## src/design/sm83_regs_pkg.sv

```systemverilog
// SM83 register block definitions

package sm83_regs_pkg;

	// Wishbone slave geometry
	localparam int wb_dw = 32;
	localparam int wb_aw = 3;

	localparam logic [wb_aw-1:0] cmd_adr = 3'd7;	// Command word lands here

	// Pair operations
	localparam logic [1:0] pop_inc     = 2'd0;
	localparam logic [1:0] pop_dec     = 2'd1;
	localparam logic [1:0] pop_load    = 2'd2;
	localparam logic [1:0] pop_add_off = 2'd3;	// Signed 8-bit offset in imm[7:0]

	// Byte command, bit 31 low
	typedef struct packed {
		logic        is_pair;	// Always 0 in this view
		logic [3:0]  dst;	// Byte index, even is high byte
		logic [3:0]  src;	// Byte index for copies
		logic        use_imm;
		logic [13:0] rsvd;
		logic [7:0]  imm;
	} byte_cmd_t;

	// Pair command, bit 31 high
	typedef struct packed {
		logic        is_pair;	// Always 1 in this view
		logic [1:0]  op;
		logic [2:0]  idx;	// BC, DE, HL, SP, PC, WZ
		logic [9:0]  rsvd;
		logic [15:0] imm;
	} pair_cmd_t;

	// One command word, two decodings selected by bit 31
	typedef union packed {
		byte_cmd_t b;
		pair_cmd_t p;
	} reg_cmd_u;

endpackage // sm83_regs_pkg
```

## src/design/sm83_regs_top.sv

```systemverilog
// SM83 register pair block

`timescale 1ns/1ps

module sm83_regs_top #(
	parameter int num_pairs = 6
) (
	input  logic                            clk,
	input  logic                            arst_n,
	input  logic                            wb_cyc,
	input  logic                            wb_stb,
	input  logic                            wb_we,
	input  logic [sm83_regs_pkg::wb_aw-1:0] wb_adr,
	input  logic [sm83_regs_pkg::wb_dw-1:0] wb_dat_w,
	output logic [sm83_regs_pkg::wb_dw-1:0] wb_dat_r,
	output logic                            wb_ack
);

	logic                            cmd_valid;
	sm83_regs_pkg::reg_cmd_u         cmd;
	logic [sm83_regs_pkg::wb_aw-1:0] rd_sel;
	logic [15:0]                     rd_data;
	logic [3:0]                      src_sel;
	logic [7:0]                      src_byte;
	logic [num_pairs-1:0]            we_hi;
	logic [num_pairs-1:0]            we_lo;
	logic [num_pairs-1:0]            op_en;
	logic [7:0]                      byte_data;
	logic [1:0]                      pair_op;
	logic [15:0]                     pair_imm;
	logic [15:0]                     pair_val [num_pairs];	// BC DE HL SP PC WZ

	regs_wb_port u_port (
		.clk       (clk),
		.arst_n    (arst_n),
		.wb_cyc    (wb_cyc),
		.wb_stb    (wb_stb),
		.wb_we     (wb_we),
		.wb_adr    (wb_adr),
		.wb_dat_w  (wb_dat_w),
		.rd_data   (rd_data),
		.wb_ack    (wb_ack),
		.wb_dat_r  (wb_dat_r),
		.cmd_valid (cmd_valid),
		.cmd       (cmd),
		.rd_sel    (rd_sel)
	);

	regs_cmd_decode #(.num_pairs(num_pairs)) u_decode (
		.cmd_valid (cmd_valid),
		.cmd       (cmd),
		.src_byte  (src_byte),
		.src_sel   (src_sel),
		.we_hi     (we_hi),
		.we_lo     (we_lo),
		.byte_data (byte_data),
		.op_en     (op_en),
		.pair_op   (pair_op),
		.pair_imm  (pair_imm)
	);

	for (genvar i = 0; i < num_pairs; i++) begin : g_pair
		reg_pair u_pair (
			.clk       (clk),
			.arst_n    (arst_n),
			.we_hi     (we_hi[i]),
			.we_lo     (we_lo[i]),
			.byte_data (byte_data),
			.op_en     (op_en[i]),
			.pair_op   (pair_op),
			.pair_imm  (pair_imm),
			.value     (pair_val[i])
		);
	end

	regs_read_mux #(.num_pairs(num_pairs)) u_mux (
		.values   (pair_val),
		.rd_sel   (rd_sel),
		.src_sel  (src_sel),
		.rd_data  (rd_data),
		.src_byte (src_byte)
	);

endmodule // sm83_regs_top

```

## src/design/regs_read_mux.sv

```systemverilog
// Pair and byte read multiplexer

`timescale 1ns/1ps

module regs_read_mux #(
	parameter int num_pairs = 6
) (
	input  logic [15:0]                     values [num_pairs],
	input  logic [sm83_regs_pkg::wb_aw-1:0] rd_sel,
	input  logic [3:0]                      src_sel,	// Byte index
	output logic [15:0]                     rd_data,
	output logic [7:0]                      src_byte
);

	// Host read, zero when nothing matches
	always_comb begin
		rd_data = '0;
		for (int i = 0; i < num_pairs; i++) begin
			if (rd_sel == i) begin
				rd_data = values[i];
			end
		end
	end

	// Copy source byte
	always_comb begin
		src_byte = '0;
		for (int i = 0; i < num_pairs; i++) begin
			if (src_sel[3:1] == i) begin
				src_byte = src_sel[0] ? values[i][7:0] : values[i][15:8];
			end
		end
	end

endmodule // regs_read_mux

```

## src/design/reg_pair.sv

```systemverilog
// 16-bit register pair

`timescale 1ns/1ps

module reg_pair (
	input  logic        clk,
	input  logic        arst_n,
	input  logic        we_hi,	// Load byte_data into [15:8]
	input  logic        we_lo,	// Load byte_data into [7:0]
	input  logic [7:0]  byte_data,
	input  logic        op_en,
	input  logic [1:0]  pair_op,
	input  logic [15:0] pair_imm,
	output logic [15:0] value
);

	logic [15:0] op_result;
	logic [15:0] offset;

	assign offset = {{8{pair_imm[7]}}, pair_imm[7:0]};	// Sign-extend low byte

	// All arithmetic wraps at 16 bits
	always_comb begin
		unique case (pair_op)
			sm83_regs_pkg::pop_inc:     op_result = value + 16'd1;
			sm83_regs_pkg::pop_dec:     op_result = value - 16'd1;
			sm83_regs_pkg::pop_load:    op_result = pair_imm;
			sm83_regs_pkg::pop_add_off: op_result = value + offset;
			default:                    op_result = value;
		endcase
	end

	always_ff @(posedge clk or negedge arst_n) begin
		if (!arst_n) begin
			value <= '0;
		end else if (op_en) begin
			value <= op_result;
		end else begin
			if (we_hi) begin
				value[15:8] <= byte_data;
			end
			if (we_lo) begin
				value[7:0] <= byte_data;
			end
		end
	end

	// Decoder must never combine a byte lane write with a pair op
	a_no_mixed_write: assert property (
		@(posedge clk) disable iff (!arst_n)
		!(op_en && (we_hi || we_lo))
	) else $error("byte write and pair op in one cycle");

endmodule // reg_pair

```

## src/design/regs_cmd_decode.sv

```systemverilog
// Register command decoder

`timescale 1ns/1ps

module regs_cmd_decode #(
	parameter int num_pairs = 6
) (
	input  logic                    cmd_valid,
	input  sm83_regs_pkg::reg_cmd_u cmd,
	input  logic [7:0]              src_byte,	// From the read mux
	output logic [3:0]              src_sel,
	output logic [num_pairs-1:0]    we_hi,
	output logic [num_pairs-1:0]    we_lo,
	output logic [7:0]              byte_data,
	output logic [num_pairs-1:0]    op_en,
	output logic [1:0]              pair_op,
	output logic [15:0]             pair_imm
);

	localparam int num_bytes = 2 * num_pairs;

	logic is_pair;
	logic dst_ok;
	logic src_ok;
	logic idx_ok;
	logic cmd_ok;

	assign is_pair = cmd.p.is_pair;	// Bit 31, same place in both views

	// Range checks per view
	assign dst_ok = cmd.b.dst < num_bytes;
	assign src_ok = cmd.b.use_imm || (cmd.b.src < num_bytes);
	assign idx_ok = cmd.p.idx < num_pairs;
	assign cmd_ok = is_pair ? idx_ok : (dst_ok && src_ok);

	// Byte view operands
	assign src_sel   = cmd.b.src;
	assign byte_data = cmd.b.use_imm ? cmd.b.imm : src_byte;

	// Pair view operands, shared by all pairs
	assign pair_op  = cmd.p.op;
	assign pair_imm = cmd.p.imm;

	always_comb begin
		we_hi = '0;
		we_lo = '0;
		op_en = '0;
		if (cmd_valid && cmd_ok) begin
			if (is_pair) begin
				for (int i = 0; i < num_pairs; i++) begin
					if (cmd.p.idx == i) begin
						op_en[i] = 1'b1;
					end
				end
			end else begin
				// Byte index over two picks the pair, bit 0 the lane
				for (int i = 0; i < num_pairs; i++) begin
					if (cmd.b.dst[3:1] == i) begin
						we_hi[i] = !cmd.b.dst[0];
						we_lo[i] = cmd.b.dst[0];
					end
				end
			end
		end
	end

	// Host software should never name a byte or pair past num_pairs
	always_comb begin
		a_cmd_in_range: assert final (cmd_valid !== 1'b1 || cmd_ok)
			else $error("command index outside %0d pairs: %h", num_pairs, cmd);
	end

endmodule // regs_cmd_decode

```

## src/design/regs_wb_port.sv

```systemverilog
// Wishbone classic slave port

`timescale 1ns/1ps

module regs_wb_port (
	input  logic                             clk,
	input  logic                             arst_n,
	input  logic                             wb_cyc,
	input  logic                             wb_stb,
	input  logic                             wb_we,
	input  logic [sm83_regs_pkg::wb_aw-1:0]  wb_adr,
	input  logic [sm83_regs_pkg::wb_dw-1:0]  wb_dat_w,
	input  logic [15:0]                      rd_data,	// Pair picked by rd_sel
	output logic                             wb_ack,
	output logic [sm83_regs_pkg::wb_dw-1:0]  wb_dat_r,
	output logic                             cmd_valid,
	output sm83_regs_pkg::reg_cmd_u          cmd,
	output logic [sm83_regs_pkg::wb_aw-1:0]  rd_sel
);

	logic req;	// Qualified strobe not yet acknowledged

	assign req = wb_cyc && wb_stb && !wb_ack;

	// Command fires in the cycle whose closing edge raises ack
	assign cmd_valid = req && wb_we && (wb_adr == sm83_regs_pkg::cmd_adr);
	assign cmd       = wb_dat_w;
	assign rd_sel    = wb_adr;	// Mux answers combinationally

	always_ff @(posedge clk or negedge arst_n) begin
		if (!arst_n) begin
			wb_ack <= 1'b0;
		end else begin
			wb_ack <= req;	// Drops next cycle since req needs ack low
		end
	end

	// Read data captured on the ack edge
	always_ff @(posedge clk or negedge arst_n) begin
		if (!arst_n) begin
			wb_dat_r <= '0;
		end else if (req && !wb_we) begin
			wb_dat_r <= {{(sm83_regs_pkg::wb_dw-16){1'b0}}, rd_data};
		end
	end

	// Master may only strobe inside an open bus cycle
	a_stb_needs_cyc: assert property (
		@(posedge clk) disable iff (!arst_n)
		wb_stb |-> wb_cyc
	) else $error("wb_stb high without wb_cyc");

endmodule // regs_wb_port

```

## config.mk

```make
export PLATFORM = sky130hd
export DESIGN_NAME = sm83_regs_top
export DESIGN_NICKNAME = d
export VERILOG_FILES = /design/src/design/sm83_regs_pkg.sv /design/src/design/sm83_regs_top.sv /design/src/design/regs_read_mux.sv /design/src/design/reg_pair.sv /design/src/design/regs_cmd_decode.sv /design/src/design/regs_wb_port.sv
export SDC_FILE = /design/constraint.sdc
export NUM_CORES = 1
export LEC_CHECK = 0
export ABC_AREA = 1
export BUFFER_PORTS_ARGS = -buffer_cell sky130_fd_sc_hd__buf_2
export CAP_MARGIN = 20
export CORE_ASPECT_RATIO = 1.4
export CORE_MARGIN = 4
export CORE_UTILIZATION = 45
export DETAILED_ROUTE_END_ITERATION = 6
export GPL_TIMING_DRIVEN = 0
export PLACE_DENSITY_LB_ADDON = 0.08
export SYNTH_ARGS = -nofsm -noshare
export SYNTH_HDL_FRONTEND = slang
export SYNTH_SLANG_ARGS = --single-unit
```

## constraint.sdc

```tcl
create_clock -name clk -period 5.6 [get_ports clk]
set_input_delay 1.12 -clock clk [delete_from_list [all_inputs] [get_ports clk]]
set_output_delay 1.12 -clock clk [all_outputs]
set_load 0.01 [all_outputs]
```

==> summary.md <==
| Metric | Value |
|---|---|
| All-layer global routing usage | 42.33% |
| Largest net degree at the start of global routing | 65 |
| Initial antenna violation count | 0 |
| DR WL/cell | 25.59 µm |
| Clock transition at the registers of the reported paths | 0.06 ns |
| Fmax | 260.5 MHz |
| Layout cell share with drive strength beyond 1 | 8.508% |
| DR iter-0 viols | 1915 |
| Via Count | 16548 |
| Fin cells | 2718 |
| Detailed Route WL | 69560 µm |
| Worst path max stage delay | 0.62 ns |
| CP max FO | 10 |
| Crit path DAT | 4.19 ns |
| Design area | 14510 µm² |
| Ys async rst share | 100.0% |
| Final setup violation count | 0 |
| Sequential fraction of the synthesis area | 21.58% |
| Syn_area_per_cell | 5.841 µm² |
| Cell repeated most along the worst path | nand2_1 |
| Gpl congestion | 1.137 |
| Inst Count DP | 2682 |
| Setup slack, reg-to-reg | 2.74 ns |
| DRC | 0 |
| P per Cell Area | 207.8 nW/µm² |
| Worst r2r src | g_pair[2].u_pair.value[12] |
| Critical path class | in -> reg |
| Hold slack | 0.5023 ns |
| Synth unique cells | 51 |
| CP Cell Sequence | buf_6 -> inv_4 -> nand2_4 -> buf_2 -> nand2_1 -> ha_1 -> inv_1 -> o21ai_0 -> a21oi_1 -> o21ai_1 -> nand2_1 -> nand2_1 -> nand2_1 -> nand3_1 -> a21oi_1 -> o21a_1 |
| Hold WC Path Type | reg -> reg |
| RSZ-0062 raised after global routing | false |
| Post-cts resize count | 0 |
| Hpwl dp | 53910 µm |
| Global-route wire length before repair | 99740 µm |
| Initial Util | 45.84% |
| Worst-margin pin slew | 1.261 ns |
| Worst r2r dst | g_pair[1].u_pair.value[12] |
| Worst hold endpoint | u_port.wb_dat_r[12] |
| Pins Over Slew Limit | 0 |
| Slew headroom | 15.95% |
| FP Rows | 73 |
| Worst setup EP type | flip-flop |
| Die ar. | 31960 µm² |
| Post-Syn Instances | 2244 |
| First-pass detailed-route iteration total | 6 |
| Max-cap viol count | 0 |
| CTS max path bufs | 2 |
| Outcome | complete, no violations |
| Synth warnings | 0 |
| Synth Flop Type | dfrtp_1 |
| Worst Clk Skew | 0.01230 ns |
| IO buf count | 43 |
| Number of post-CTS setup repair buffers | 0 |
| Setup TNS | 0 ns |
| Cts hold-fix bufs | 0 |
| Startpoint types | input port |
| Core box area | 28590 µm² |
| Hold depth | 1 |
| Final min period | 3.839 ns |
| Die Wd | 152.2 µm |
| Vias in the first global route | 15177 |
| Hold wc startpoint | u_port.wb_dat_r[12] |
| Final #Nets | 2404 |
| CTS tree | built |
| Slowest CP cell | ha_1 |
| Clk sink count | 113 |
| FF-to-FF path depth | 10 |
| Htree depth | 4 |
| Worst vdd ir | 0.0002392 V |
| DP Area | 13930 µm² |
| Clock Latency Late Sink | 0.46 ns |
| Req. time, crit path | 5.95 ns |
| P&R area growth vs syn | 10.69% |
| Vert. Die Dim | 209.9 µm |
| Post-synth EDFFs | 0 |
| I/O pin count | 73 |
| Fillers | 3065 |
| Cell Area, Synth | 13110 µm² |
| Gr ovfl total | 0 |
| Leakage | 0.007865 µW |
| FF+latch count, synth | 113 |
| Final worst-path cycle share | 68.54% |
| Vias/cell | 6.088 |
| Clock Root Buffer | clkbuf_16 |
| TritonCTS buffer count | 17 |
| Final hold violations | 0 |
| Antenna Nets Post-Route | 0 |
registers in the layout, indices dropped and copies added, names as in the netlist:
register             count
g_pair.u_pair.value     96
u_port.wb_ack            1
u_port.wb_dat_r         16
cell families (layout without fill, tap and decap cells):
family | Yosys count | in the layout | synth area share (%)
simple gates | 1214 | 1214 | 38.22
flops | 113 | 113 | 21.58
xor+xnor | 38 | 38 | 2.654
compound gates | 414 | 414 | 19.49
mux | 16 | 16 | 1.365
fa+ha+maj | 36 | 36 | 3.437
other cells | 1 | 20 | 0.02861
buf+inv | 412 | 492 | 13.22
report_power, final:
group	leakage [µW]	switching, µW	internal, µW
Sequential	0.00128	47.5	870
Combinational	0.00631	744	302
Clock	0.000272	418	633
Total	0.00786	1210	1800
Yosys cell counts, types with 5 or more instances:
cell / number / share of area, %
nand2_1: 774 / 22
or2_2: 6 / 0.29
buf_2: 16 / 0.61
buf_4: 27 / 1.5
a41oi_1: 11 / 0.74
nor3_1: 16 / 0.61
o41ai_1: 19 / 1.3
nor2_1: 190 / 5.4
o21ai_1: 27 / 1.0
buf_6: 8 / 0.69
nand4_1: 26 / 1.2
ha_1: 36 / 3.4
o211ai_1: 29 / 1.7
clkbuf_1: 23 / 0.66
nand2_2: 11 / 0.53
o21bai_1: 15 / 0.86
a31oi_1: 17 / 0.81
inv_1: 313 / 9.0
o221ai_1: 21 / 1.4
a21oi_1: 78 / 3.0
o21ai_0: 118 / 4.5
o22ai_1: 43 / 2.1
nand3_1: 163 / 6.2
buf_1: 5 / 0.14
a21boi_0: 5 / 0.29
mux2_2: 15 / 1.3
a22oi_1: 9 / 0.52
inv_2: 18 / 0.52
and2_1: 6 / 0.29
nand2_4: 5 / 0.43
xor2_1: 36 / 2.4
nor2_2: 6 / 0.29
o31ai_1: 6 / 0.34
dfrtp_1: 113 / 22
how the worst max path moves through the flow:
stage | start | endpoint | slack, ns | cells past startpoint
2_1_floorplan | wb_dat_w[29] | g_pair[2].u_pair.value[6] | 2.44 | 14
3_3_place_gp | wb_dat_w[29] | g_pair[1].u_pair.value[12] | 1.27 | 17
3_5_place_dp | wb_dat_w[30] | g_pair[5].u_pair.value[12] | 1.49 | 19
4_1_cts | wb_dat_w[30] | g_pair[1].u_pair.value[12] | 1.96 | 19
5_1_grt | wb_dat_w[30] | g_pair[1].u_pair.value[12] | 1.62 | 19
6_report | wb_dat_w[30] | g_pair[2].u_pair.value[10] | 1.76 | 16
per-stage QoR:
| stage | utilization, % | setup slack (ns) | total power [µW] |
|---|---|---|---|
| after floorplan | - | 2.436 | 1536 |
| after global placement | 48.44 | 1.270 | 1907 |
| after detailed placement | 48.72 | 1.491 | 1924 |
| after CTS | 50.61 | 1.964 | 2962 |
| after global routing | 50.71 | 1.621 | 3122 |
| final | 50.75 | 1.762 | 3015 |
area by class of cell:
cell class	instances	area [µm²]	area share (%)
inverter	333	1255	8.650
antenna	4	10.01	0.06900
timing repair buffer	50	327.8	2.260
sequential	113	2828	19.49
buffer	79	478.0	3.295
clock inverter	7	60.06	0.4140
multi-input combinational	1734	8602	59.29
clock buffer	23	478.0	3.295
tap	375	469.2	3.234
placed cells by master (no fill, tap or decap), types with 29 or more instances in the layout:
master,count
nor2_1,190
inv_1,313
xor2_1,36
nand2_1,774
dfrtp_1,113
o22ai_1,43
buf_2,58
o21ai_0,118
ha_1,36
nand3_1,163
o211ai_1,29
a21oi_1,78
worst max-delay path, delay by kind of cell:
family | cells | cell delay [ns]
adders and majority gates | 1 | 0.62
buffers and inverters | 4 | 0.57
AOI/OAI and AO/OA | 5 | 0.90
and+or+nand+nor | 6 | 0.97
routing by layer:
| metal | track usage, % | up-vias | share of wire, % | wire [µm] |
|---|---|---|---|---|
| met1 | 52.52 | 7649 | 37 | 25790 |
| li1 | - | 7484 | - | - |
| met4 | 28.41 | 0 | 7.9 | 5521 |
| met3 | 12.92 | 263 | 13 | 8984 |
| met2 | 63.38 | 1152 | 42 | 29260 |
| met5 | 0 | - | 0 | 0 |
Power figures use the tool's default switching activity.
